**src/design/rv_pkg.sv**
```systemverilog
// --------------------------------------
// Integer pipeline shared definitions
// --------------------------------------

package rv_pkg;

    // ------------------------------------
    // Widths.
    // ------------------------------------
    localparam int XLEN        = 32;
    localparam int INSTR_W     = 32;
    localparam int REG_ADDR_W  = 5;
    localparam int IMEM_DEPTH  = 64;
    localparam int IMEM_ADDR_W = 6;

    // ------------------------------------
    // Vector types.
    // ------------------------------------
    typedef logic [XLEN        - 1:0] word_t;
    typedef logic [INSTR_W     - 1:0] instr_t;
    typedef logic [REG_ADDR_W  - 1:0] reg_addr_t;
    typedef logic [IMEM_ADDR_W - 1:0] imem_addr_t;
    typedef logic [3:0]               alu_op_t;

    // ------------------------------------
    // Opcodes of the kept classes.
    // ------------------------------------
    localparam logic [6:0] OPCODE_OP     = 7'b0110011;
    localparam logic [6:0] OPCODE_OP_IMM = 7'b0010011;
    localparam logic [6:0] OPCODE_LUI    = 7'b0110111;

    // ------------------------------------
    // ALU operation codes.
    // ------------------------------------
    localparam alu_op_t ALU_ADD    = 4'd0;
    localparam alu_op_t ALU_SUB    = 4'd1;
    localparam alu_op_t ALU_AND    = 4'd2;
    localparam alu_op_t ALU_OR     = 4'd3;
    localparam alu_op_t ALU_XOR    = 4'd4;
    localparam alu_op_t ALU_SLL    = 4'd5;
    localparam alu_op_t ALU_SRL    = 4'd6;
    localparam alu_op_t ALU_SRA    = 4'd7;
    localparam alu_op_t ALU_SLT    = 4'd8;
    localparam alu_op_t ALU_SLTU   = 4'd9;
    // Operand B straight through, for LUI.
    localparam alu_op_t ALU_PASS_B = 4'd10;

endpackage

```
**src/design/reg_file.sv**
```systemverilog
// --------------------------------------
// Register file
// --------------------------------------

`timescale 1ns/10ps

module reg_file (
    input  logic              i_clk,
    input  logic              i_reset,
    input  rv_pkg::reg_addr_t i_rs1_addr,
    input  rv_pkg::reg_addr_t i_rs2_addr,
    output rv_pkg::word_t     o_rs1_data,
    output rv_pkg::word_t     o_rs2_data,
    input  logic              i_we,
    input  rv_pkg::reg_addr_t i_rd_addr,
    input  rv_pkg::word_t     i_rd_data
);

    import rv_pkg::*;

    // x0 has no storage.
    word_t s_regs [1:31];

    // Write-first reads, x0 reads as zero.
    assign o_rs1_data = (i_rs1_addr == '0) ? '0 :
                        (i_we && (i_rd_addr == i_rs1_addr)) ? i_rd_data :
                        s_regs[i_rs1_addr];
    assign o_rs2_data = (i_rs2_addr == '0) ? '0 :
                        (i_we && (i_rd_addr == i_rs2_addr)) ? i_rd_data :
                        s_regs[i_rs2_addr];

    always_ff @(posedge i_clk) begin
        if (i_reset) begin
            for (int i = 1; i < 32; i++) begin
                s_regs[i] <= '0;
            end
        end else if (i_we && (i_rd_addr != '0)) begin
            s_regs[i_rd_addr] <= i_rd_data;
        end
    end

endmodule

```
**config.mk**
```make
export PLATFORM = sky130hd
export DESIGN_NAME = reg_file
export DESIGN_NICKNAME = d
export VERILOG_FILES = /design/src/design/rv_pkg.sv /design/src/design/reg_file.sv
export SDC_FILE = /design/constraint.sdc
export NUM_CORES = 2
export LEC_CHECK = 0
export BUFFER_PORTS_ARGS = -buffer_cell sky130_fd_sc_hd__buf_2
export CAP_MARGIN = 10
export CORE_UTILIZATION = 50
export DETAILED_ROUTE_END_ITERATION = 8
export PLACE_DENSITY = 0.68
export SLEW_MARGIN = 10
export SYNTH_ARGS = -nofsm -noshare
export SYNTH_HDL_FRONTEND = slang
export SYNTH_SLANG_ARGS = --single-unit
```
**constraint.sdc**
```tcl
create_clock -name i_clk -period 2.67 [get_ports i_clk]
set_input_delay 0.534 -clock i_clk [delete_from_list [all_inputs] [get_ports i_clk]]
set_output_delay 0.534 -clock i_clk [all_outputs]
set_load 0.1 [all_outputs]
```
# [Word level (Yosys, flattened, before mapping)]
# Memory sizes are Yosys's and may differ from the RTL's.
# Index checks and enable logic that the tools add are counted.
[op_classes] multipliers=0 muxes=12 shifts=0 n_div=0 magnitude_cmp=0 eq_ne=2 bitwise=0 add_sub_neg=0 reduce_logical=7
[op_table] operator="$mux 32" count=5
[op_table] operator="$reduce_or 32->1" count=1
[op_table] operator="$eq 5x5->1" count=2
[op_table] operator="$logic_not 5->1" count=2
[op_table] operator="$mux 1" count=6
[op_table] operator="$mux 5" count=1
[op_table] operator="$reduce_bool 5->1" count=1
[op_table] operator="$logic_and 1x1->1" count=3
[totals] latch_bits=0 reg_bits=0 rom_bits=0 ramBits=992 output_inout_bits=64 word_cells=22 memories=1 in_bits=50
[memory_table] name="s_regs" words=31 width=32 rd=2 rd_ports_with_merged_regs=0 wr=31 line="reg_file.sv:22" text="word_t s_regs [1:31];"

# [Logic depth before layout (Yosys ltp)]
[logic_depth] ltp_word=7 depth_mapped=9 depth_no_buf=5

# [Worst setup path after synthesis]
# Ideal clock, no wire load.
[synth_path] kind="in2out" start="in i_rs1_addr[0]" end="out o_rs1_data[18]" t_required_ps=2136 path_stages=9 t_arrival_ps=3363 slack_ps=-1227 path_buffers=5 cell_sequence="buf_6 buf_6 buf_6 buf_6 buf_6 mux2i_1 a221oi_1 a21oi_1 a31oi_1"
[synth_via] elab_chain_len=4 word_cells_on_any_way=6 classes_between="1 x eq/ne; 2 x mux; 2 x reduce/logical; 1 x memory"
[synth_rtl] element="start, declared" line="reg_file.sv:10" text="input rv_pkg::reg_addr_t i_rs1_addr,"
[synth_rtl] element="parallel branches: the longest is 3 deep, another holds $mem_v2 31x32"
[synth_rtl] element="$mux 32 (*)" line="reg_file.sv:25" text="assign o_rs1_data = (i_rs1_addr == '0) ? '0 :"
[synth_rtl] element="end, declared" line="reg_file.sv:12" text="output rv_pkg::word_t o_rs1_data,"
# Every way passes the cells marked *.

==> impl_metrics.json <==
{
  "outcome": "complete, but fails checks",
  "violations": "setup timing",
  "io_pins": 114,
  "cp_cell_sequence": "mux4_2, a22oi_2, nand2_2, a221o_4, buf_12",
  "htree_levels": 3,
  "multi_input_area_mm2": 0.02476,
  "layout.nets": 4308,
  "period_needed_ns": 3.182,
  "hold_viol_final": 0,
  "pwr-share-clk": 0.356,
  "start_util": 0.5051,
  "regArea_mm2": 0.03075,
  "place_congestion": 0.9378,
  "yosysWarnings": 0,
  "die_area_mm2": 0.1114,
  "clk_path_buf_depth": 3,
  "pwr-share-comb": 0.193,
  "maxClockFrequency_mhz": 314.3,
  "largest_reg_flops": 1024,
  "crit_path_start_kind": "flip-flop",
  "cts_tree": "yes",
  "grt_max_degree": 35,
  "crit_required_ns": 2.14,
  "p_per_area_mw_per_mm2": 610.5,
  "slew_viol_final": 0,
  "internal_power_mw": 30.65,
  "min_path_type": "in -> reg",
  "areaGrowthSynthToFinish_pct": 25.88,
  "vias": 39771,
  "port_buffers": 113,
  "netlist_top_cells_area": "edfxtp_1, mux4_2, and2_1, mux2i_1, clkbuf_1",
  "firstDrtPassIters": 7,
  "remaining_drc_errors": 0,
  "n_fill_cell": 7735,
  "vdd_drop_max_mv": 0.6890,
  "root_buffer": "clkbuf_16",
  "synth_ff_type": "edfxtp_1",
  "crit_buf_inv": 1,
  "fp.dieH_um": 333.8,
  "drt_iter0_drc": 7088,
  "synth_cell_types": 52,
  "die_x_um": 333.8,
  "cts_sinks": 1024,
  "setup-violations-final": 64,
  "globalRouteTotalUtil": 0.3738,
  "max_stage_delay_ns": 0.50,
  "row_count": 121,
  "core_area_mm2": 0.1090,
  "rsz0062_at_grt": "yes",
  "finalPower_mw": 42.31,
  "synth_edf_count": 1024,
  "syn_area_per_cell_um2": 14.48,
  "critPathCaptureType": "primary output",
  "antenna_found_initial": 23,
  "top_register": "s_regs",
  "p_sw_mw": 11.66,
  "place_ws_ns": -0.7024,
  "post-route-period-util": 1.192,
  "grt_pass1_vias": 38822,
  "viasPerCell": 6.883,
  "netlist.area_leader.share": 0.5585,
  "wl_per_cell_um": 36.29,
  "grt_pass1_wl_um": 288800,
  "synth_seq_cells": 1024,
  "worst-setup-path-type": "reg -> out",
  "syn_area_mm2": 0.05505,
  "cp.arrival_ns": 2.65,
  "cpMaxStageDelayCell": "mux4_2",
  "dp_hpwl_um": 133200,
  "path_clk_slew_ns": 0.06,
  "drv_cap": 0,
  "reg.largest.list": "s_regs x1024",
  "power_frac_seq": 0.450,
  "ctsHoldBuffers": 0,
  "worst_pin_slew_ns": 0.7808,
  "worstPathMaxFanout": 2,
  "grt.overflow.total": 0,
  "drive_gt1_frac": 0.3738,
  "drtAntennaViolNets": 0,
  "fin_ws_ns": -0.5121,
  "synth_area_leader_cell": "edfxtp_1",
  "routed_wl_um": 209700,
  "critPathTopFamily": "compound AO/OA/AOI/OAI gates",
  "slew_headroom": 0.4795,
  "p_sw_frac": 0.2755,
  "cts_buffers": 107,
  "synth-async-reset-ratio": 0,
  "syn_inst": 3801,
  "p_leak_nw": 25.29,
  "seq_area_frac_synth": 0.5585
}
repair_timing:
| item | CTS | global route |
|---|---|---|
| endpoints found under the hold margin | 0 | 0 |
| cloned | 19 | 0 |
| resized for setup | 251 | 102 |
| pin swaps | 141 | 71 |
| endpoints found under the setup margin | 64 | 64 |
| buffers inserted | 71 | 19 |
power by group through the flow:
stage	Combinational [mW]	Sequential [mW]	Clock, mW
finish	8.17	19.1	15.1
global route	8.30	19.1	15.7
CTS	7.88	19.0	15.1
detailed placement	7.33	19.4	0
global placement	7.29	19.3	0
floorplan	4.37	19.2	0
layout by cell type (no fill, tap or decap), drive strengths merged, types with 37 or more instances in the layout:
cell / n
edfxtp: 1024
and2: 996
buf: 722
mux4: 375
mux2i: 330
clkbuf: 141
a22oi: 107
nand2: 64
a21oi: 64
o21ai: 63
nor2: 49
clkinv: 44
o221ai: 38
o22ai: 37
cells in the mapped netlist, drive strengths merged (9+ instances only):
library cell  instances
o221a                15
nand3                13
edfxtp             1024
o21ai                63
a211oi               32
and2                996
a32oi                 9
or2                  34
o221ai               38
a22oi               107
xnor2                10
a32o                 32
o22ai                37
buf                 131
mux4                375
a21oi                64
mux2i               330
nor2                 49
clkbuf              281
a31oi                11
a221oi               27
nand2                64
a221o                11
worst paths after layout:
check / from / end / slack [ns] / cells past startpoint
worst min-delay path: i_rd_data[0] / s_regs[0][0] / 0.13 / 1
worst max-delay path: s_regs[7][25] / o_rs1_data[25] / -0.51 / 5
cells by family after synthesis:
group / Yosys count / share of synthesized area
simple gates: 1184 / 0.1298
compound gates: 457 / 0.06032
other cells: 1 / 0.00006811
buf+inv: 414 / 0.03509
xor+xnor: 10 / 0.001591
mux: 711 / 0.2146
flops: 1024 / 0.5585
metrics by stage:
step                      cells  TNS [ns]  area (um2)  hold WS, ns  utilization
after global routing       5765    -24.26       69270       0.1335       0.6355
after CTS                  5749    -22.03       68750      0.09600       0.6307
after floorplan            3832    -3.475       56260       0.6329            -
after global placement     5462    -28.06       62980       0.8096       0.5778
final                      5778    -21.88       69300       0.1337       0.6358
after detailed placement   5462    -29.41       62980       0.8174       0.5778
final cells by class:
cell class / instances / share of cell area
Timing Repair Buffer: 729 / 0.1230
Antenna cell: 17 / 0.0006138
Tap cell: 1414 / 0.02553
Inverter: 2 / 0.0001083
Multi-Input combinational cell: 2394 / 0.3573
Clock inverter: 58 / 0.008774
Clock buffer: 140 / 0.04104
Sequential cell: 1024 / 0.4437
routing by layer:
layer  share of wire  GRT usage  up-vias
li1                -          -    15572
met1            0.35     0.4894    19927
met2            0.44     0.5565     3508
met3            0.15     0.1156      762
met4           0.066     0.2056        2
met5        0.000062          0        -
(Power assumes the default switching activity.)
