===== src/design/rv_pkg.sv =====
// --------------------------------------
// Integer pipeline shared definitions
// --------------------------------------

package rv_pkg;

    // ------------------------------------
    // Widths.
    // ------------------------------------
    localparam int XLEN        = 32;
    localparam int INSTR_W     = 32;
    localparam int REG_ADDR_W  = 5;
    localparam int IMEM_DEPTH  = 64;
    localparam int IMEM_ADDR_W = 6;

    // ------------------------------------
    // Vector types.
    // ------------------------------------
    typedef logic [XLEN        - 1:0] word_t;
    typedef logic [INSTR_W     - 1:0] instr_t;
    typedef logic [REG_ADDR_W  - 1:0] reg_addr_t;
    typedef logic [IMEM_ADDR_W - 1:0] imem_addr_t;
    typedef logic [3:0]               alu_op_t;

    // ------------------------------------
    // Opcodes of the kept classes.
    // ------------------------------------
    localparam logic [6:0] OPCODE_OP     = 7'b0110011;
    localparam logic [6:0] OPCODE_OP_IMM = 7'b0010011;
    localparam logic [6:0] OPCODE_LUI    = 7'b0110111;

    // ------------------------------------
    // ALU operation codes.
    // ------------------------------------
    localparam alu_op_t ALU_ADD    = 4'd0;
    localparam alu_op_t ALU_SUB    = 4'd1;
    localparam alu_op_t ALU_AND    = 4'd2;
    localparam alu_op_t ALU_OR     = 4'd3;
    localparam alu_op_t ALU_XOR    = 4'd4;
    localparam alu_op_t ALU_SLL    = 4'd5;
    localparam alu_op_t ALU_SRL    = 4'd6;
    localparam alu_op_t ALU_SRA    = 4'd7;
    localparam alu_op_t ALU_SLT    = 4'd8;
    localparam alu_op_t ALU_SLTU   = 4'd9;
    // Operand B straight through, for LUI.
    localparam alu_op_t ALU_PASS_B = 4'd10;

endpackage


===== src/design/decode_unit.sv =====
// --------------------------------------
// Decode stage
// --------------------------------------

`timescale 1ns/10ps

module decode_unit (
    input  logic              i_clk,
    input  logic              i_reset,
    input  rv_pkg::instr_t    i_instr,
    input  logic              i_valid,
    output rv_pkg::reg_addr_t o_rs1_addr,
    output rv_pkg::reg_addr_t o_rs2_addr,
    input  rv_pkg::word_t     i_rs1_data,
    input  rv_pkg::word_t     i_rs2_data,
    output rv_pkg::reg_addr_t o_ex_rs1_addr,
    output rv_pkg::reg_addr_t o_ex_rs2_addr,
    output rv_pkg::word_t     o_ex_rs1_data,
    output rv_pkg::word_t     o_ex_rs2_data,
    output rv_pkg::word_t     o_ex_imm,
    output logic              o_ex_use_imm,
    output rv_pkg::alu_op_t   o_ex_alu_op,
    output rv_pkg::reg_addr_t o_ex_rd,
    output logic              o_ex_we
);

    import rv_pkg::*;

    logic [6:0] s_opcode;
    logic [2:0] s_funct3;
    reg_addr_t  s_rd;
    reg_addr_t  s_rs1;
    word_t      s_imm;
    alu_op_t    s_alu_op;
    logic       s_use_imm;
    logic       s_known;
    logic       s_we;

    // Instruction fields.
    assign s_opcode = i_instr[6:0];
    assign s_rd     = i_instr[11:7];
    assign s_funct3 = i_instr[14:12];

    // Shared funct3 map for OP and OP-IMM. Only OP has SUB.
    function automatic alu_op_t funct_to_alu(input logic [2:0] funct3,
                                             input logic       alt,
                                             input logic       is_reg);
        case (funct3)
            3'd0:    return (is_reg && alt) ? ALU_SUB : ALU_ADD;
            3'd1:    return ALU_SLL;
            3'd2:    return ALU_SLT;
            3'd3:    return ALU_SLTU;
            3'd4:    return ALU_XOR;
            3'd5:    return alt ? ALU_SRA : ALU_SRL;
            3'd6:    return ALU_OR;
            default: return ALU_AND;
        endcase
    endfunction

    // ------------------------------------
    // Opcode decode and immediates.
    // ------------------------------------
    always_comb begin
        s_alu_op  = ALU_ADD;
        s_use_imm = 1'b0;
        s_known   = 1'b1;
        s_rs1     = i_instr[19:15];
        // I-type by default.
        s_imm     = {{(XLEN - 12){i_instr[31]}}, i_instr[31:20]};
        case (s_opcode)
            OPCODE_OP: begin
                s_alu_op = funct_to_alu(s_funct3, i_instr[30], 1'b1);
            end
            OPCODE_OP_IMM: begin
                s_alu_op  = funct_to_alu(s_funct3, i_instr[30], 1'b0);
                s_use_imm = 1'b1;
            end
            OPCODE_LUI: begin
                s_alu_op  = ALU_PASS_B;
                s_use_imm = 1'b1;
                s_imm     = {i_instr[31:12], 12'b0};
                // Keep forwarding off operand A.
                s_rs1     = '0;
            end
            default: begin
                s_known = 1'b0;
            end
        endcase
    end

    // Bubbles, unknown opcodes and x0 never write.
    assign s_we = i_valid && s_known && (s_rd != '0);

    assign o_rs1_addr = s_rs1;
    assign o_rs2_addr = i_instr[24:20];

    // ------------------------------------
    // Decode to execute register.
    // ------------------------------------
    always_ff @(posedge i_clk) begin
        if (i_reset) begin
            o_ex_we <= 1'b0;
        end else begin
            o_ex_we <= s_we;
        end
    end

    always_ff @(posedge i_clk) begin
        o_ex_rs1_addr <= s_rs1;
        o_ex_rs2_addr <= i_instr[24:20];
        o_ex_rs1_data <= i_rs1_data;
        o_ex_rs2_data <= i_rs2_data;
        o_ex_imm      <= s_imm;
        o_ex_use_imm  <= s_use_imm;
        o_ex_alu_op   <= s_alu_op;
        o_ex_rd       <= s_rd;
    end

endmodule


===== config.mk =====
export PLATFORM = sky130hd
export DESIGN_NAME = decode_unit
export DESIGN_NICKNAME = d
export VERILOG_FILES = /design/src/design/rv_pkg.sv /design/src/design/decode_unit.sv
export SDC_FILE = /design/constraint.sdc
export NUM_CORES = 1
export LEC_CHECK = 0
export BUFFER_PORTS_ARGS = -buffer_cell sky130_fd_sc_hd__buf_4
export CAP_MARGIN = 20
export CORE_MARGIN = 4
export CORE_UTILIZATION = 41
export DETAILED_ROUTE_END_ITERATION = 7
export HOLD_SLACK_MARGIN = 0.03
export PLACE_DENSITY_LB_ADDON = 0.08
export RECOVER_POWER = 50
export SLEW_MARGIN = 15
export SYNTH_ARGS = -nofsm -noshare
export SYNTH_HDL_FRONTEND = slang
export SYNTH_SLANG_ARGS = --single-unit

===== constraint.sdc =====
create_clock -name i_clk -period 1.9 [get_ports i_clk]
set_clock_uncertainty 0.1 [all_clocks]
set_input_delay 0 -clock i_clk [delete_from_list [all_inputs] [get_ports i_clk]]
set_output_delay 0 -clock i_clk [all_outputs]
set_load 0.05 [all_outputs]

==> results.sh, run 1 <==
export IMPL_stop_error="[ERROR RSZ-0060] Max buffer count reached."
export IMPL_synth_area_per_cell_um2=14.9
export IMPL_numCtsBuffers=17
export IMPL_clock_path_buffers=2
export IMPL_initial_utilization=0.434
export IMPL_core_rowCount=29
export IMPL_numPortBuffers=225
export IMPL_dp_hpwl_mm=6.69
export IMPL_syn_nets=288
export IMPL_synth_top_flop_cell="dfxtp_1"
export IMPL_dpl_cell_area_mm2=0.00455
export IMPL_postCtsResizedCells=0
export IMPL_synth_top_area_share=0.832
export IMPL_hold_buffers=103
export IMPL_seq_area_frac_synth=0.832
export IMPL_yosys_top_cells_area="dfxtp_1, a21o_1, nor2b_1"
export IMPL_synth_edff_count=0
export IMPL_htree_levels=4
export IMPL_haltStage="clock tree synthesis"
export IMPL_place_congestion=0.824
export IMPL_synth_top_area_cell="dfxtp_1"
export IMPL_async_reset_ff_frac=0
export IMPL_cts_root_buf="clkbuf_8"
export IMPL_syn_inst=189
export IMPL_cts_sinks=117
export IMPL_fp_dieH_um=90.9
export IMPL_cts_setup_buffers=0
export IMPL_status="aborted with a tool error"
export IMPL_num_io_pins=226
export IMPL_netlist_area_mm2=0.00282
export IMPL_ys_seq_elements=117
export IMPL_synth_warning_count=0
export IMPL_fp_dieW_um=90.9
export IMPL_synth_cell_types=24
-- stage by stage --
step	hold WS, ns	instances	setup WS [ns]
after floorplan	-0.0723	189	0.482
after global placement	0.00453	482	0.644
after detailed placement	0.00545	482	0.605
-- synthesized netlist by cell type (2+ instances only) --
master    count
buf_4         5
nand3_1       2
a21o_1       19
buf_2         4
a21oi_1       3
clkbuf_1      2
nor2_1        2
o211ai_1      2
inv_1         3
dfxtp_1     117
nor2b_1      17
-- logic make-up after synthesis --
group	count (synthesis)	synth area share
simple gates	31	0.0724
buf+inv	14	0.0271
compound gates	27	0.0689
flops	117	0.832
==> inputs of run 2 (changes only) <==
--- a/config.mk
+++ b/config.mk
@@ -8,10 +8,9 @@
 export BUFFER_PORTS_ARGS = -buffer_cell sky130_fd_sc_hd__buf_4
 export CAP_MARGIN = 20
 export CORE_MARGIN = 4
-export CORE_UTILIZATION = 41
+export CORE_UTILIZATION = 32
 export DETAILED_ROUTE_END_ITERATION = 7
-export HOLD_SLACK_MARGIN = 0.03
-export PLACE_DENSITY_LB_ADDON = 0.08
+export PLACE_DENSITY_LB_ADDON = 0.15
 export RECOVER_POWER = 50
 export SLEW_MARGIN = 15
 export SYNTH_ARGS = -nofsm -noshare
==> run 2 against run 1 <==
  * The flow now finishes without violations
  * Area after synthesis is the same
  * Synthesized cell count did not move
==> results.sh, run 2 <==
export IMPL_status="completed"
export IMPL_slowest_stage="dlygate4sd3_1"
export IMPL_hold_ws_ns=0.0730
export IMPL_dr_pass1_iters=4
export IMPL_post_route_min_period_ns=1.85
export IMPL_clk_pin_slew_ns=0.06
export IMPL_via_count=2627
export IMPL_p_per_area_mw_per_mm2=1110
export IMPL_ys_seq_elements=117
export IMPL_grt_overflow_total=0
export IMPL_grt_max_degree=36
export IMPL_drc=0
export IMPL_maxCapViolations=0
export IMPL_cts_tree="yes"
export IMPL_rsz0062_at_grt="no"
export IMPL_final_common_cell="dfxtp_1"
export IMPL_clock_path_buffers=2
export IMPL_reg_top3="o_ex_imm x32, o_ex_rs1_data x32, o_ex_rs2_data x32"
export IMPL_cts_root_buf="clkbuf_8"
export IMPL_crit_fanout=6
export IMPL_synth_top_flop_cell="dfxtp_1"
export IMPL_cts_sinks=117
export IMPL_htree_levels=4
export IMPL_power_total_mw=6.59
export IMPL_die_area_mm2=0.0104
export IMPL_antenna_found_initial=0
export IMPL_fin_nets=623
export IMPL_syn_inst=189
export IMPL_synth_cell_types=24
export IMPL_relSlewSlack=0.540
export IMPL_syn2layout_area_growth_pct=111
export IMPL_track_usage=0.198
export IMPL_synth_warning_count=0
export IMPL_antennaDiodeCount=0
export IMPL_grt_pass1_vias=2838
export IMPL_synth_edff_count=0
export IMPL_dp_hpwl_mm=6.47
export IMPL_fmax_ghz=0.541
export IMPL_numCtsBuffers=17
export IMPL_finalMaxSlewViolations=0
export IMPL_worstPathArrival_ns=2.18
export IMPL_min_path_cells=2
export IMPL_critical_path_most_common_cell="dlygate4sd3_1"
export IMPL_crit_path_end_kind="register"
export IMPL_seq_area_frac_synth=0.832
export IMPL_synth_area_per_cell_um2=14.9
export IMPL_hold_end="o_ex_rs2_data[1]$_DFF_P_"
export IMPL_seq_area_mm2=0.00234
export IMPL_yosys_top_cells_area="dfxtp_1, a21o_1, nor2b_1"
export IMPL_num_io_pins=226
export IMPL_fin_util=0.708
export IMPL_drt_iter0_markers=27
export IMPL_fill_cells=609
export IMPL_fp_dieW_um=102
export IMPL_numPortBuffers=225
export IMPL_yosysMostFrequentCell="dfxtp_1"
export IMPL_multi_input_area_um2=398
export IMPL_netlist_area_mm2=0.00282
export IMPL_layout_setup_ws_ns=0.0525
export IMPL_core_mm2=0.00838
export IMPL_cts_setup_buffers=0
export IMPL_grt_pass1_wl_mm=15.3
export IMPL_start_kind="input pin"
export IMPL_worst_slew_pin_slew_ns=0.690
export IMPL_wirelength_mm=10.4
export IMPL_cpPeakStageDelay_ns=0.60
export IMPL_synth_top_area_cell="dfxtp_1"
export IMPL_worstPathRequired_ns=2.23
export IMPL_drive_above_1_share=0.382
export IMPL_final_cell_mix="dfxtp_1, buf_4, dlygate4sd3_1"
export IMPL_crit_chain="dlygate4sd3_1 -> buf_4 -> nand3b_4 -> or3b_1 -> nor4_1 -> dlygate4sd3_1"
export IMPL_place_ws_ns=0.609
export IMPL_fp_dieH_um=102
export IMPL_place_congestion=0.728
export IMPL_async_reset_ff_frac=0
export IMPL_fin_setup_tns_ns=0
export IMPL_setup_viol=0
export IMPL_min_path_type="in2reg"
export IMPL_fin_crit_sh=0.972
export IMPL_antenna_left=0
export IMPL_finalHoldViolCount=0
export IMPL_viasPerCell=4.09
export IMPL_hold_start="i_rs2_data[1]"
export IMPL_core_rowCount=33
export IMPL_wl_per_cell_um=16.2
export IMPL_vdd_drop_max_mv=0.756
export IMPL_crit_type="in2reg"
export IMPL_syn_nets=288
export IMPL_synthTopCellsByCount="dfxtp_1, a21o_1, nor2b_1"
export IMPL_initial_utilization=0.336
export IMPL_synth_top_area_share=0.832
export IMPL_power_leakage_nw=2.78
[run 2: cell counts after synthesis]
No cell type changed its count.
[run 2: per-layer routing]
layer,wire (um),up-vias,global-route usage
li1,-,1284,-
met1,3670,1179,0.199
met2,5280,150,0.352
met3,1230,14,0.102
met4,203,0,0.0727
met5,0,-,0
[run 2: kinds of logic (layout without fill, tap and decap cells)]
| group | after synthesis | after routing | synth area share |
|---|---|---|---|
| and+or+nand+nor | 31 | 31 | 0.0724 |
| AOI/OAI and AO/OA | 27 | 27 | 0.0689 |
| buffers and inverters | 14 | 362 | 0.0271 |
| DFF | 117 | 117 | 0.832 |
[run 2: cell type report]
type	instances	area share
well taps	105	0.0221
clock buffers	20	0.0750
flip-flops and latches	117	0.394
multi-input cells	58	0.0670
clock inverters	12	0.0177
repair buffers	327	0.422
inverters	3	0.00190
[run 2: worst max-delay path by stage]
| stage | slack (ns) | from | end |
|---|---|---|---|
| finish | 0.05 | i_instr[3] | o_ex_alu_op[2]$_DFF_P_ |
| global route | 0.02 | i_instr[3] | o_ex_alu_op[2]$_DFF_P_ |
| CTS | 0.14 | i_instr[6] | o_rs1_addr[0] |
| detailed placement | 0.61 | i_instr[6] | o_ex_imm[28]$_DFF_P_ |
| global placement | 0.62 | i_instr[6] | o_ex_imm[21]$_DFF_P_ |
| floorplan | 0.48 | i_instr[6] | o_ex_rs1_addr[0]$_DFF_P_ |
[run 2: through the flow]
step	std cells	instance area (um2)
5_1_grt	642	5940
6_report	642	5940
2_1_floorplan	189	2820
4_1_cts	642	6140
3_5_place_dp	509	4580
3_3_place_gp	509	4580
[run 2: power breakdown]
part	internal [mW]	switching (mW)	leakage (nW)	total [mW]
Combinational	0.405	0.672	1.54	1.08
Clock	1.80	1.10	0.259	2.89
Sequential	2.58	0.0357	0.985	2.62
[run 2: what timing repair did]
item                                    4_1_cts  5_1_grt
hold buffers                                101        0
gates resized for setup                       0        1
hold endpoints to repair                    116        0
endpoints found under the setup margin        0        2
[run 2: worst max-delay path, delay by kind of cell]
kind,cells,cell delay [ns]
buffers and inverters,3,1.26
and+or+nand+nor,3,0.92
(Power assumes the default switching activity.)
==> inputs of run 3 (changes only) <==
--- a/config.mk
+++ b/config.mk
@@ -5,6 +5,7 @@
 export SDC_FILE = /design/constraint.sdc
 export NUM_CORES = 1
 export LEC_CHECK = 0
+export ABC_AREA = 1
 export BUFFER_PORTS_ARGS = -buffer_cell sky130_fd_sc_hd__buf_4
 export CAP_MARGIN = 20
 export CORE_MARGIN = 4
==> run 3 against run 2 <==
  * Combinational power about the same
  * Sequential share of layout area shrank 1.6 points
  * First-iteration DRC count increased to 2.9 times the previous value
  * Area after synthesis is 5.2% higher
  * Fmax is 5.3% higher
  * Critical endpoint is now o_ex_alu_op[3]$_DFF_P_
  * Largest cell class unchanged
  * Highest routed layer unchanged
==> results.sh, run 3 <==
export IMPL_highest_layer="met4"
export IMPL_drive_above_1_share=0.423
export IMPL_syn_inst=227
export IMPL_status="completed"
export IMPL_via_count=2776
export IMPL_initial_utilization=0.335
export IMPL_num_io_pins=226
export IMPL_grt_pass1_vias=3058
export IMPL_synth_fa_ha_area_frac=0
export IMPL_worstPathRequired_ns=2.19
export IMPL_rsz0062_at_grt="no"
export IMPL_place_congestion=0.798
export IMPL_synth_cell_types=16
export IMPL_antenna_found_initial=0
export IMPL_synth_top_flop_cell="dfxtp_1"
export IMPL_wl_per_cell_um=15.5
export IMPL_drt_iter0_markers=79
export IMPL_synth_edff_count=0
export IMPL_fmax_ghz=0.570
export IMPL_setup_viol=0
export IMPL_synth_compound_area_frac=0.0613
export IMPL_synth_top_area_share=0.791
export IMPL_p_sw_mw=1.90
export IMPL_synth_area_per_cell_um2=13.0
export IMPL_critPathCapture="o_ex_alu_op[3]$_DFF_P_"
export IMPL_synthTopCellsByCount="dfxtp_1, inv_1, nor2_1"
export IMPL_postCtsResizedCells=0
export IMPL_synth_top_family_by_area="simple AND/OR/NAND/NOR gates"
export IMPL_syn_nets=326
export IMPL_min_path_type="in2reg"
export IMPL_crit_path_end_kind="register"
export IMPL_hold_buffers=104
export IMPL_synth_xor_area_frac=0
export IMPL_antennaDiodeCount=0
export IMPL_clkPwrFrac=0.465
export IMPL_cts_sinks=117
export IMPL_netlist_area_mm2=0.00296
export IMPL_core_mm2=0.00885
export IMPL_post_route_min_period_ns=1.76
export IMPL_fill_cells=654
export IMPL_grt_max_degree=21
export IMPL_final_common_cell="buf_4"
export IMPL_clk_pin_slew_ns=0.06
export IMPL_switching_share=0.272
export IMPL_synth_area_mux_share=0
export IMPL_die_area_mm2=0.0109
export IMPL_yosysMostFrequentCell="dfxtp_1"
export IMPL_finalHoldViolCount=0
export IMPL_p_per_area_mw_per_mm2=1130
export IMPL_numPortBuffers=225
export IMPL_synth_top_area_cell="dfxtp_1"
export IMPL_fin_setup_tns_ns=0
export IMPL_numCtsBuffers=17
export IMPL_power_total_mw=6.97
export IMPL_synth_warning_count=0
export IMPL_cts_tree="yes"
export IMPL_wirelength_mm=10.6
export IMPL_final_area_mm2=0.00620
export IMPL_power_leakage_nw=2.99
export IMPL_async_reset_ff_frac=0
export IMPL_worstPathArrival_ns=2.04
export IMPL_fp_dieH_um=104
export IMPL_clock_path_buffers=2
export IMPL_seq_area_frac_synth=0.791
export IMPL_htree_levels=4
export IMPL_antenna_left=0
export IMPL_pwr_share_seq=0.376
export IMPL_finalMaxSlewViolations=0
export IMPL_dr_pass1_iters=4
export IMPL_dpl_cell_area_mm2=0.00468
export IMPL_crit_start="i_instr[13]"
export IMPL_final_cell_mix="buf_4, dfxtp_1, dlygate4sd3_1"
export IMPL_core_rowCount=34
export IMPL_dp_hpwl_mm=6.72
export IMPL_maxCapViolations=0
export IMPL_dr_wl_met2_mm=5.95
export IMPL_ys_seq_elements=117
export IMPL_syn2layout_area_growth_pct=109
export IMPL_viasPerCell=4.04
export IMPL_track_usage=0.203
export IMPL_wl_met3_mm=1.00
export IMPL_start_kind="input pin"
export IMPL_synth_simple_area_share=0.0765
export IMPL_comb_power_share=0.159
export IMPL_cts_setup_buffers=0
export IMPL_fin_crit_sh=0.924
export IMPL_grt_pass1_wl_mm=16.8
export IMPL_grt_overflow_total=0
export IMPL_relSlewSlack=0.568
export IMPL_intPower_mw=5.08
export IMPL_cts_root_buf="clkbuf_8"
export IMPL_reg_top3="o_ex_imm x32, o_ex_rs1_data x32, o_ex_rs2_data x32"
export IMPL_vdd_drop_max_mv=0.785
export IMPL_fp_dieW_um=104
export IMPL_drc=0
export IMPL_m1WireLength_mm=3.53
export IMPL_crit_type="in2reg"
export IMPL_worst_slew_pin_slew_ns=0.651
export IMPL_yosys_top_cells_area="dfxtp_1, o21ai_2, inv_1"
export IMPL_fin_nets=665
export IMPL_crit_fanout=4
-- run 3: worst min path at each step --
stage / from / endpoint / cells after the start
after global routing: i_rs1_data[7] / o_ex_rs1_data[7]$_DFF_P_ / 2
after floorplan: i_instr[31] / o_ex_imm[31]$_DFF_P_ / 0
after global placement: i_rs2_data[31] / o_ex_rs2_data[31]$_DFF_P_ / 1
after CTS: i_rs1_data[6] / o_ex_rs1_data[6]$_DFF_P_ / 2
after detailed placement: i_rs1_data[17] / o_ex_rs1_data[17]$_DFF_P_ / 1
final: i_rs1_data[7] / o_ex_rs1_data[7]$_DFF_P_ / 2
-- run 3: metrics by stage --
step	util	setup WS (ns)	hold WS, ns	std cells
floorplan	-	0.481	-0.0723	227
global placement	0.529	0.756	0.00436	551
detailed placement	0.529	0.740	0.00556	551
CTS	0.716	0.187	0.0167	687
global route	0.700	0.104	0.0329	687
finish	0.700	0.145	0.0635	687
-- run 3: per-layer routing --
metal | global-route usage | vias to the layer above
li1 | - | 1371
met1 | 0.188 | 1249
met2 | 0.390 | 142
met3 | 0.0956 | 14
met4 | 0.0627 | 0
met5 | 0 | -
-- run 3: power by group through the flow --
stage	combinational (mW)	sequential (mW)	clock, mW
global placement	0.974	2.67	0
detailed placement	0.979	2.67	0
floorplan	0.126	3.13	0
finish	1.11	2.62	3.24
CTS	1.15	2.62	3.32
global route	1.16	2.63	3.44
-- run 3: cells by family (layout without fill, tap and decap cells) --
family,after synthesis,after routing
buffers and inverters,36,388
and+or+nand+nor,52,52
AOI/OAI and AO/OA,22,22
DFF,117,117
-- run 3: area by class of cell --
class / count / area [um2] / area share
clock buffer: 18 / 428 / 0.0691
clock inverter: 14 / 188 / 0.0303
sequential: 117 / 2340 / 0.378
inverter: 26 / 100 / 0.0162
timing repair buffer: 330 / 2600 / 0.420
tap: 108 / 135 / 0.0218
multi-input combinational: 74 / 400 / 0.0646
-- run 3: critical path, stage by stage --
cell and delay (ns):
dlygate4sd3_1 0.53, buf_4 0.13, inv_1 0.12, nor2_1 0.06, dlygate4sd3_1 0.55, nand2_1 0.06
dlygate4sd3_1 0.53, nand2_1 0.05
