## config.mk

```make
export PLATFORM = sky130hd
export DESIGN_NAME = execute_unit
export DESIGN_NICKNAME = d
export VERILOG_FILES = /design/src/design/rv_pkg.sv /design/src/design/execute_unit.sv
export SDC_FILE = /design/constraint.sdc
export NUM_CORES = 1
export LEC_CHECK = 0
export BUFFER_PORTS_ARGS = -buffer_cell sky130_fd_sc_hd__buf_4
export CORE_ASPECT_RATIO = 1.5
export CORE_MARGIN = 3
export CORE_UTILIZATION = 32
export DETAILED_ROUTE_END_ITERATION = 8
export PLACE_DENSITY_LB_ADDON = 0.05
export SLEW_MARGIN = 0
export SYNTH_ARGS = -nofsm -noshare
export SYNTH_HDL_FRONTEND = slang
export SYNTH_SLANG_ARGS = --single-unit
```

## constraint.sdc

```tcl
create_clock -name i_clk -period 4.34 [get_ports i_clk]
set_input_delay 0.217 -clock i_clk [delete_from_list [all_inputs] [get_ports i_clk]]
set_output_delay 0.217 -clock i_clk [all_outputs]
set_load 0.03 [all_outputs]
```

## src/design/rv_pkg.sv

```systemverilog
// --------------------------------------
// Integer pipeline shared definitions
// --------------------------------------

package rv_pkg;

    // ------------------------------------
    // Widths.
    // ------------------------------------
    localparam int XLEN        = 32;
    localparam int INSTR_W     = 32;
    localparam int REG_ADDR_W  = 5;
    localparam int IMEM_DEPTH  = 64;
    localparam int IMEM_ADDR_W = 6;

    // ------------------------------------
    // Vector types.
    // ------------------------------------
    typedef logic [XLEN        - 1:0] word_t;
    typedef logic [INSTR_W     - 1:0] instr_t;
    typedef logic [REG_ADDR_W  - 1:0] reg_addr_t;
    typedef logic [IMEM_ADDR_W - 1:0] imem_addr_t;
    typedef logic [3:0]               alu_op_t;

    // ------------------------------------
    // Opcodes of the kept classes.
    // ------------------------------------
    localparam logic [6:0] OPCODE_OP     = 7'b0110011;
    localparam logic [6:0] OPCODE_OP_IMM = 7'b0010011;
    localparam logic [6:0] OPCODE_LUI    = 7'b0110111;

    // ------------------------------------
    // ALU operation codes.
    // ------------------------------------
    localparam alu_op_t ALU_ADD    = 4'd0;
    localparam alu_op_t ALU_SUB    = 4'd1;
    localparam alu_op_t ALU_AND    = 4'd2;
    localparam alu_op_t ALU_OR     = 4'd3;
    localparam alu_op_t ALU_XOR    = 4'd4;
    localparam alu_op_t ALU_SLL    = 4'd5;
    localparam alu_op_t ALU_SRL    = 4'd6;
    localparam alu_op_t ALU_SRA    = 4'd7;
    localparam alu_op_t ALU_SLT    = 4'd8;
    localparam alu_op_t ALU_SLTU   = 4'd9;
    // Operand B straight through, for LUI.
    localparam alu_op_t ALU_PASS_B = 4'd10;

endpackage

```

## src/design/execute_unit.sv

```systemverilog
// --------------------------------------
// Execute stage
// --------------------------------------

`timescale 1ns/10ps

module execute_unit (
    input  logic              i_clk,
    input  logic              i_reset,
    input  rv_pkg::reg_addr_t i_rs1_addr,
    input  rv_pkg::reg_addr_t i_rs2_addr,
    input  rv_pkg::word_t     i_rs1_data,
    input  rv_pkg::word_t     i_rs2_data,
    input  rv_pkg::word_t     i_imm,
    input  logic              i_use_imm,
    input  rv_pkg::alu_op_t   i_alu_op,
    input  rv_pkg::reg_addr_t i_rd,
    input  logic              i_we,
    output logic              o_wb_we,
    output rv_pkg::reg_addr_t o_wb_rd,
    output rv_pkg::word_t     o_wb_result
);

    import rv_pkg::*;

    word_t      s_fwd_rs1;
    word_t      s_fwd_rs2;
    word_t      s_op_a;
    word_t      s_op_b;
    logic [4:0] s_shamt;
    word_t      s_result;

    // ------------------------------------
    // Operand selection.
    // ------------------------------------

    // Take the write-back result on an address match.
    assign s_fwd_rs1 = (o_wb_we && (o_wb_rd == i_rs1_addr)) ? o_wb_result : i_rs1_data;
    assign s_fwd_rs2 = (o_wb_we && (o_wb_rd == i_rs2_addr)) ? o_wb_result : i_rs2_data;

    assign s_op_a  = s_fwd_rs1;
    assign s_op_b  = i_use_imm ? i_imm : s_fwd_rs2;
    assign s_shamt = s_op_b[4:0];

    // ------------------------------------
    // ALU.
    // ------------------------------------
    always_comb begin
        case (i_alu_op)
            ALU_ADD:    s_result = s_op_a + s_op_b;
            ALU_SUB:    s_result = s_op_a - s_op_b;
            ALU_AND:    s_result = s_op_a & s_op_b;
            ALU_OR:     s_result = s_op_a | s_op_b;
            ALU_XOR:    s_result = s_op_a ^ s_op_b;
            ALU_SLL:    s_result = s_op_a << s_shamt;
            ALU_SRL:    s_result = s_op_a >> s_shamt;
            ALU_SRA:    s_result = word_t'($signed(s_op_a) >>> s_shamt);
            ALU_SLT:    s_result = word_t'($signed(s_op_a) < $signed(s_op_b));
            ALU_SLTU:   s_result = word_t'(s_op_a < s_op_b);
            ALU_PASS_B: s_result = s_op_b;
            default:    s_result = '0;
        endcase
    end

    // ------------------------------------
    // Execute to write-back register.
    // ------------------------------------
    always_ff @(posedge i_clk) begin
        if (i_reset) begin
            o_wb_we <= 1'b0;
        end else begin
            o_wb_we <= i_we;
        end
    end

    always_ff @(posedge i_clk) begin
        o_wb_rd     <= i_rd;
        o_wb_result <= s_result;
    end

endmodule

```

# [Word-level counts from Yosys, hierarchy flattened]
# Cells that the tools add are included.
# W data, S select, Z words.
[totals] output_inout_bits=38 regBits=38
[classes] bitwise_logic=3 n_mux=4 reduce_logical=3 shifts=3 n_eq_ne=12 magnitude_cmp=2 n_addsub=2
[ops] cell="$pmux W32 S11" count=1
[ops] cell="$mux W32" count=3
[ops] cell="$lt A32 B32 Y1" count=2
[ops] cell="$add A32 B32 Y32" count=1
[ops] cell="$and A32 B32 Y32" count=1
[ops] cell="$or A32 B32 Y32" count=1
[ops] cell="$shl A32 B5 Y32" count=1
[ops] cell="$shr A32 B5 Y32" count=1
[ops] cell="$sshr A32 B5 Y32" count=1
[ops] cell="$sub A32 B32 Y32" count=1
[ops] cell="$xor A32 B32 Y32" count=1
[ops] cell="$eq A4 B3 Y1 const B" count=4
[ops] cell="$eq A4 B4 Y1 const B" count=3
[ops] cell="$eq A5 B5 Y1" count=2
[ops] cell="$eq A4 B2 Y1 const B" count=2
[ops] cell="$eq A4 B1 Y1 const B" count=1
[ops] cell="$logic_not A4 Y1" count=1
[ops] cell="$logic_and A1 B1 Y1" count=2

# [Logic depth before layout (Yosys ltp)]
# Gate-level depths: netlist of the first run.
[logic_depth] depth_word=6 mapped_depth=22

# [Worst setup path before layout of the first run]
# OpenSTA, ideal clock, no wires.
[synth_timing] path_kind="reg-to-reg" startpoint="register o_wb_rd[3]" endpoint="register o_wb_result[23]" required_time_ns=4.218 path_stages_with_launch=21 setup_ns=0.122 n_path_buf=4 t_arrival_ns=4.912 setup_slack_ns=-0.694 cell_sequence="dfxtp_1 xnor2_1 nand4_1 nor2_1 buf_2 mux2i_1 o21a_1 clkbuf_1 clkbuf_1 buf_1 ha_1 a211oi_1 o31ai_1 a311o_1 nor3_1 a211oi_1 a21oi_1 o211ai_1 mux2_2 xnor2_1 a221o_1"
[synth_between] elab_chain_len=6 word_cells_on_any_way=16 classes_between="2 x add/sub; 2 x eq/ne; 3 x shift; 4 x mux; 3 x bitwise; 2 x reduce/logical"
[synth_lines] item="from (decl)" line="execute_unit.sv:20" rtl="output rv_pkg::reg_addr_t o_wb_rd,"
[synth_lines] item="from (signal assigned)" line="execute_unit.sv:77" rtl="o_wb_rd <= i_rd;"
[synth_lines] item="$eq A5 B5 Y1" line="execute_unit.sv:39" rtl="assign s_fwd_rs2 = (o_wb_we && (o_wb_rd == i_rs2_addr)) ? o_wb_result : i_rs2_data;"
[synth_lines] item="$logic_and A1 B1 Y1" line="execute_unit.sv:39"
[synth_lines] item="$mux W32" line="execute_unit.sv:39"
[synth_lines] item="$mux W32" line="execute_unit.sv:42" rtl="assign s_op_b = i_use_imm ? i_imm : s_fwd_rs2;"
[synth_lines] item="$sub A32 B32 Y32, or another cell as far along" line="execute_unit.sv:51" rtl="ALU_SUB: s_result = s_op_a - s_op_b;"
[synth_lines] item="$pmux W32 S11 (*)" line="execute_unit.sv:49" rtl="case (i_alu_op)"
[synth_lines] item="named net s_result[23]" line="execute_unit.sv:31" rtl="word_t s_result;"
[synth_lines] item="to (signal assigned)" line="execute_unit.sv:78" rtl="o_wb_result <= s_result;"
[synth_lines] item="to (decl)" line="execute_unit.sv:21" rtl="output rv_pkg::word_t o_wb_result"
# The timed path passes the listed nets; every way through them passes the cells marked *.
# A chain may end at the register's enable or synchronous reset.

# [Worst setup path after layout of the first run]
[layout_timing] startpoint="register o_wb_rd[2]" endpoint="register o_wb_result[24]"
# Same word-level chain as after synthesis.

==> run summary, run 1 <==
The run finished, with violations left. The final reports fail on negative setup slack. The initial detailed-routing violation count is 1,250. The start point of the worst min-delay path is i_reset.

The cell depth of the worst min-delay path was 2. Net switching is 48.6% of the power. The run gives 1,545 as the synthesized instance count. The worst reg2reg path depth was 21. Max-cap violations in this run came to 0. The tools report the final worst-path setup slack as -106 ps. The tools report the endpoint of the worst hold-timing path as o_wb_we$_SDFF_PP0_. The worst register-to-register path begins at o_wb_rd[2]$_DFF_P_. For the summed negative setup slack over all endpoints, the log shows -386 ps.

The number of clock buffers added by TritonCTS is 5. After layout, the minimum clock period comes to 4450 ps. Distinct cell type count after synthesis: 80. For the endpoint arrival time on the critical path, the log shows 4660 ps.

Top flip-flop cell by instance count after synthesis: dfxtp_1. The logs give 2 for the maximum buffer depth of the clock tree and 15.2% for the clock share of power. Of the total power, registers draw 12.6%. The area of the die was 0.0363 mm^2; the number of vias after detailed routing was 14.2k. The die height was 232 um; the number of global-route vias before repair was 14.0k. For the final net count, the log shows 2,207. Compared with the post-synthesis result, the final layout area differs by 51.0%. The tightest min-delay check is of the in2reg type.

The tools report the fill cell total of the finished layout as 3,406. For the post-DP HPWL, the log shows 47,900 um. The data required time of the worst path came out at 4560 ps. The tools report the core footprint as 0.0334 mm^2. The post-route netlist has 37.9% of its cells at a drive strength greater than 1.

The portion of the clock cycle consumed by the worst path in the final layout is 102%, and the area taken by flip-flops and latches is 781 um^2. For the final database, setup skew stands at 13.3 ps. The count of nets left with antenna violations once routing finished came out at 0.

Counting every sink on the clock net gives 38. Global routing consumed, over all layers together, 31.6% of the routing resources. The number of H-tree levels was 2.

The post-detailed-route via-to-cell ratio is 5.90. The remaining global-route overflow is 0, and the portion of synthesized cell area occupied by the leading cell type is 16.8%. At the pin with the least slew margin, the transition time is 937 ps.

Clock-pin slew was measured on the worst setup and hold paths at 80 ps. The cell family contributing the most delay on the critical path is compound AO/OA/AOI/OAI gates. In this run the static leakage power is 7.36 nW.

The kind of start point of the critical path is a flop. The total of buffers placed on input and output ports works out to 156. Setup repair after global routing could not meet its margin everywhere. The final weighted congestion in routability-driven placement came out at 1.01.

Ranked by total cell area, the synthesized netlist is headed by mux2i_1 (17%), ha_1 (12%), dfxtp_1 (7.0%). The maximum number of pins on one net before global-route repair was 54; the setup slack on the worst flop-to-flop path was -110 ps. The first-pass iteration count of the detailed router is 5, and the stage delay of the slowest cell on the critical path is 380 ps. The analysis attributes to net switching a power of 1.79 mW. The multi-input combinational cells in the finished layout cover a total of 0.0102 mm^2. The final-report max-slew violation count came out at 0.

The initial utilization of the core area, before any placement, comes to 32.5%. The number of placed instances, taps included, is 2,362. The die extent in x is 157 um. Per-instance average area after synthesis: 7.04 um^2.

Cell with the largest stage delay on the worst path: o311ai_4. For this run, asynchronously set or reset flops after synthesis account for 0%. The critical path is of the reg2reg type. The final-report setup violation count was 6. The leading cell type by number of instances after synthesis was mux2i_1. For this run, the top clock speed supported by timing is 225 MHz. The critical path buffer and inverter count was 4; the total cell area at the placement stage was 0.0149 mm^2. The run gives 157 as the top-level I/O count.

Cell internal power was estimated by the tool at 1.89 mW. The repair_antennas step left the layout with diodes totalling 0. The synthesized cell area came out at 0.0109 mm^2. The endpoint identified for the worst register-to-register timing path is o_wb_result[24]$_DFF_P_. Most frequent cell on the critical path: inv_2. After detailed routing, the total wire length is 59,700 um.

Per report_power, the combinational group accounts for 72.2% of the total. Excluding fillers, the count of instances in the completed layout stands at 2,407. TritonCTS built the clock tree. In this run the clock root is driven by a clkbuf_16. The warning count from the yosys run was 0. The largest fanout on the critical path works out to 4.

The synthesized design contains 38 register bits. In this run the core area contains 82 standard-cell rows. The run gives 0.000213 V as the peak supply drop. Sorting the synthesized cells by how often they occur yields mux2i_1 (183), nor2_1 (148), nand2_1 (137), a21oi_1 (115).

Headroom to the max-slew limit came out at 37.0%. For this run, design rule violations remaining after detail routing come to 0. For the worst-skew pair, the clock arrives at the later sink with an insertion delay of 330 ps.

The number of enable-type register cells in the synthesized netlist works out to 0. Dividing total power by cell area gives a power density of 224 mW/mm^2. Cell accounting for the most synthesized area: mux2i_1. Once layout is done, the placed cells without fillers occupy 0.0164 mm^2. The logs give 0 for the final hold violation count and 6.99% for the proportion of synthesized chip area in sequential cells. The worst setup path is captured at a flop. In the final routed layout, each cell accounts on average for 24.8 um. Counting every net in the synthesized netlist gives 1,766.

The critical path goes through xor2_2, nor4_2, and3_4, buf_12, mux2i_4, inv_2, ha_4, inv_2, fa_2, nor2_4, o311ai_4, a211oi_4, a2111oi_2, buf_4, nor3_4, o31ai_4, nand2_1, a311oi_2, a21oi_2, xor2_1, a221o_1. The number of antenna violations at the first check in global routing is 2. The first global-routing pass estimated 87,400 um of wire.
[layer usage]
metal / vias to the layer above / GRT usage, % / wire length, um
li1: 6601 / - / -
met1: 6888 / 39.1 / 24100
met2: 568 / 54.5 / 29300
met3: 147 / 4.05 / 3430
met4: 2 / 13.9 / 2860
met5: - / 0 / 9
[flip-flops by register name, summed over array words and instances (netlist names)]
register	cells
o_wb_result	32
o_wb_rd	5
o_wb_we	1
[cell families (layout without fill, tap and decap cells)]
kind of cell / after synthesis / count (layout) / share of synthesized area [%]
flops: 38 / 38 / 6.99
fa+ha+maj: 102 / 102 / 11.9
xor+xnor: 41 / 41 / 3.37
simple gates: 441 / 441 / 18.3
buf+inv: 210 / 652 / 8.09
mux: 216 / 216 / 20.8
compound gates: 497 / 497 / 30.6
[layout make-up]
class	count	area share [%]
multi-input combinational	1297	62.3
timing repair buffer	551	26.4
sequential	38	4.76
clock inverter	3	0.419
tap	420	3.20
inverter	93	2.13
clock buffer	5	0.762
[repair_timing]
action                                 CTS  global route
gates cloned                             0             1
gates resized for setup                 57           145
endpoints found under the hold margin    5             0
setup buffers                           12            21
pin swaps                               32            60
hold buffers                             5             0
setup endpoints to repair               24            28
[per-stage QoR]
stage                     power (mW)  setup slack (ps)  hold slack, ps  utilization [%]
after detailed placement        2.84              -441             322             44.7
after global routing            3.87              -275            47.1             49.1
after CTS                       3.49              -112            34.8             46.6
final                           3.68              -106            37.6             49.1
after floorplan                 1.75             -22.6             245                -
after global placement          2.84              -340             322             44.7
[cell usage in the layout, fill, tap and decap left out, drive strengths merged, types with 13 or more instances in the layout]
master	n
o21bai	20
nor2	148
nand3	31
ha	100
nor2b	13
nor3	41
a221oi	33
nand2b	15
nand2	137
mux2	14
dfxtp	38
o22ai	14
o221ai	18
xnor2	30
o21ai	110
mux2i	202
a211oi	32
buf	545
o211ai	27
a21oi	115
inv	91
a21o	21
a31oi	23
[power by group through the flow]
stage / sequential (mW) / clock [mW] / combinational, mW
floorplan: 0.543 / 0 / 1.21
detailed placement: 0.466 / 0 / 2.37
finish: 0.466 / 0.560 / 2.66
global route: 0.472 / 0.572 / 2.82
global placement: 0.467 / 0 / 2.38
CTS: 0.460 / 0.571 / 2.46
[worst max-delay path by stage]
| stage | start | slack (ps) | cells after the start | end |
|---|---|---|---|---|
| 3_5_place_dp | i_rs1_addr[0] | -440 | 19 | o_wb_result[23]$_DFF_P_ |
| 4_1_cts | o_wb_rd[0]$_DFF_P_ | -110 | 21 | o_wb_result[24]$_DFF_P_ |
| 2_1_floorplan | o_wb_rd[0]$_DFF_P_ | -20 | 22 | o_wb_result[29]$_DFF_P_ |
| 6_report | o_wb_rd[2]$_DFF_P_ | -110 | 21 | o_wb_result[24]$_DFF_P_ |
| 5_1_grt | o_wb_rd[2]$_DFF_P_ | -280 | 21 | o_wb_result[24]$_DFF_P_ |
| 3_3_place_gp | i_rs1_addr[0] | -340 | 19 | o_wb_result[23]$_DFF_P_ |
No activity file was read; power rests on OpenSTA's default activity.
==> run 2, diff against run 1 <==
--- a/config.mk
+++ b/config.mk
@@ -7,11 +7,11 @@
 export LEC_CHECK = 0
 export BUFFER_PORTS_ARGS = -buffer_cell sky130_fd_sc_hd__buf_4
 export CORE_ASPECT_RATIO = 1.5
-export CORE_MARGIN = 3
+export CORE_MARGIN = 4
 export CORE_UTILIZATION = 32
 export DETAILED_ROUTE_END_ITERATION = 8
 export PLACE_DENSITY_LB_ADDON = 0.05
-export SLEW_MARGIN = 0
+export SLEW_MARGIN = 20
 export SYNTH_ARGS = -nofsm -noshare
 export SYNTH_HDL_FRONTEND = slang
 export SYNTH_SLANG_ARGS = --single-unit
==> run 2 against run 1 <==
  * The flow still finishes with violations (negative setup slack)
  * Die area grew 2.2%
  * Critical endpoint is now o_wb_result[30]$_DFF_P_
  * Hold slack worse by 31 ps
  * Utilization rose by 0.079 points
  * Maximum frequency is 1.9% lower
  * Sequential share of layout area about the same
  * Cell area grew 0.16%
==> run summary, run 2 (synthesis gave the netlist of run 1 again) <==
The power consumption was 3.59 mW (-2.6%). Root buffer cell: clkbuf_16. The slew of the pin with the lowest slew margin came out at 951 ps (+14.3 ps). The post-detailed-route via-to-cell ratio was 5.78 (-2.0%); the clock latency on the worst-skew pair was 310 ps (-20 ps). The number of vias after detailed routing came out at 14.2k (-0.27%).

The critical path in this run is classified as reg2reg. The clock-pin slew reported for the worst setup and hold paths after clock tree synthesis is 80 ps (about the same), and the final-report max-slew violation count is 0 (unchanged). The total inserted antenna cells is 0 (unchanged).

The largest fanout on the critical path is 3 (-1). The largest registers in the layout are o_wb_result (32), o_wb_rd (5), o_wb_we (1). The logs give 0 (unchanged) for the remaining global-route overflow and 55 (+1.9%) for the maximum number of pins on one net before global-route repair. The per-cell routed wire length is 24.7 um (-0.46%). The top-level I/O count is 157 (unchanged), and the die extent in x is 159 um (+1.3%). The path class of the tightest hold or removal check is in2reg.

The final period demand of the worst path is 4530 ps (+86.4 ps). The clock skew after layout was 9.70 ps (-3.63 ps). TritonCTS built the clock tree. Cell row count: 82 (unchanged). The logs give 0 (-2) for the number of antenna violations at the first check in global routing and 0.0164 mm^2 (+0.16%) for the final instance area. The logs give 5 (unchanged) for the number of clock buffers inserted by TritonCTS and 4 (-2) for the final-report setup violation count.

The fraction of final layout cells sized beyond drive strength 1 works out to 37.7% (-0.26 points). The worst setup path is launched from a flop. The cell area power density works out to 218 mW/mm^2 (-2.8%). The worst reg2reg path depth was 22 (+4.8%). The top cell types in the final layout, fill and taps aside, are buf_4 (573), mux2i_1 (171), nor2_1 (138). The instance count after placement with tap cells included was 2,412 (+2.1%); the number of flip-flops under the largest register name was 32 (unchanged).

The number of global-route vias before repair was 14.0k (-0.16%). The die height is 234 um (+0.86%). The flow ran to the end, but the final reports show violations. Setup repair after global routing could not meet its margin everywhere. The total of buffers placed on input and output ports came out at 156 (unchanged). The initial detailed-routing violation count is 1,140 (-8.8%), and the antenna violation net count after detailed routing is 0 (unchanged).

Largest register by flop count: o_wb_result. The area growth from synthesis to layout is 51.2%. For the global-route wire length before repair, the log shows 87,600 um (+0.20%). The run gives 31.1% (-0.54 points) as the global-route usage over all layers. The run gives 0.0153 mm^2 (+2.4%) as the total cell area at the placement stage. The library cell used most frequently in the layout, excluding fill and tap cells, is buf_4. The starting density of the core is 32.5% (unchanged), and the summed negative setup slack over all endpoints is -522 ps (-136 ps).

The first-pass iteration count of the detailed router is 5 (unchanged). The tools report the post-DP HPWL as 47,600 um (-0.54%). The logs give 60,500 um (+1.3%) for the aggregate routed wire length and 0 (unchanged) for the total DRC errors in the routed layout. The run gives 7.56 nW (+2.7%) as the leakage power summed over all cells. The cell depth of the worst min-delay path came out at 1 (-1). Number of H-tree levels: 2 (unchanged). The run gives 4700 ps (+40 ps) as the endpoint arrival time on the critical path. The fmax is 221 MHz (-1.9%), and the portion of the clock cycle consumed by the worst path in the final layout is 104% (+2.0 points). Endpoint kind of the worst setup timing path: a flop. The tools report the worst slack at placement as -293 ps (+149 ps). The logs give 0.000154 V (-28%) for the peak supply drop and 0 (unchanged) for the number of max-cap violations. The logs give 4510 ps (-50 ps) for the data required time of the worst path and 0.989 (-1.8%) for the final weighted congestion in routability-driven placement. The final net count is 2,250 (+1.9%), and the final worst-path setup slack is -193 ps (-86.4 ps).

The run gives 0 (-5) as the number of hold buffers added after cts. The final reports fail on negative setup slack. Final cell count without fillers: 2,450 (+1.8%). The relative max-transition margin was 36.5% (-0.45 points). The core footprint is 0.0334 mm^2 (unchanged), and the final hold violation count is 0 (unchanged).

The area of the die is 0.0371 mm^2 (+2.2%). The tools report the maximum buffer depth of the clock tree as 2 (unchanged). The count of clock tree sinks came out at 38 (unchanged).
run 2: cell count changes in the layout (fill, tap and decap cells not counted), moves of 5 or more:
cell           before  now
ha_4               18    9
inv_2              15    6
inv_1              76   84
mux2i_1           166  171
ha_1               78   85
buf_4             522  573
mux2i_4            18   11
dlygate4sd3_1       5    0
run 2: timing repair:
item,CTS,global route
pin swaps,25,47
buffers inserted,8,20
resized for setup,40,107
hold endpoints to repair,0,0
gates cloned,1,2
endpoints found under the setup margin,15,25
run 2: worst paths after layout:
path | startpoint | endpoint | slack, ps
setup / recovery | o_wb_rd[2]$_DFF_P_ | o_wb_result[30]$_DFF_P_ | -190
hold / removal | i_rd[1] | o_wb_rd[1]$_DFF_P_ | 7
setup reg to reg | o_wb_rd[2]$_DFF_P_ | o_wb_result[30]$_DFF_P_ | -190
hold reg to reg | o_wb_result[6]$_DFF_P_ | o_wb_result[6]$_DFF_P_ | 960
run 2: metrics by stage:
step | utilization, % | hold slack [ps]
floorplan | - | 245
global placement | 45.8 | 322
detailed placement | 45.8 | 322
CTS | 47.0 | 0.447
global route | 49.2 | 1.62
finish | 49.2 | 7.04
run 2: layer usage:
metal | global-route usage, % | up-vias | part of all wire [%]
met2 | 54.3 | 561 | 49
met5 | 0 | - | 0
met3 | 2.92 | 123 | 5.1
met1 | 39.6 | 6806 | 41
met4 | 10.8 | 0 | 4.4
li1 | - | 6678 | -
run 2: report_power, final:
group | leakage, nW | internal [mW] | total, mW | switching [mW]
logic | 7.18 | 1.21 | 2.71 | 1.50
registers | 0.319 | 0.398 | 0.464 | 0.0661
clock network | 0.0672 | 0.212 | 0.416 | 0.205
run 2: critical path, cell delays in order, from the launching register on:
cell,delay (ps)
dfxtp_4,370
xor2_4,160
nor4_4,310
and3_4,280
buf_6,110
mux2i_4,220
inv_2,70
ha_4,170
inv_4,50
fa_2,230
nor2_4,50
o311ai_4,370
a211oi_2,170
a2111oi_2,330
buf_4,200
nor3_4,40
o31ai_1,200
buf_4,170
a21o_1,160
a311oi_1,110
nor3_1,290
xnor2_1,200
o22ai_1,140
run 2: cell type report:
cell class | count | area, um^2
Inverter | 93 | 353
Timing Repair Buffer | 594 | 4650
Multi-Input combinational cell | 1297 | 9990
Tap cell | 420 | 526
Sequential cell | 38 | 781
Clock buffer | 5 | 125
Fill cell | 3409 | 17000
Clock inverter | 3 | 16.3
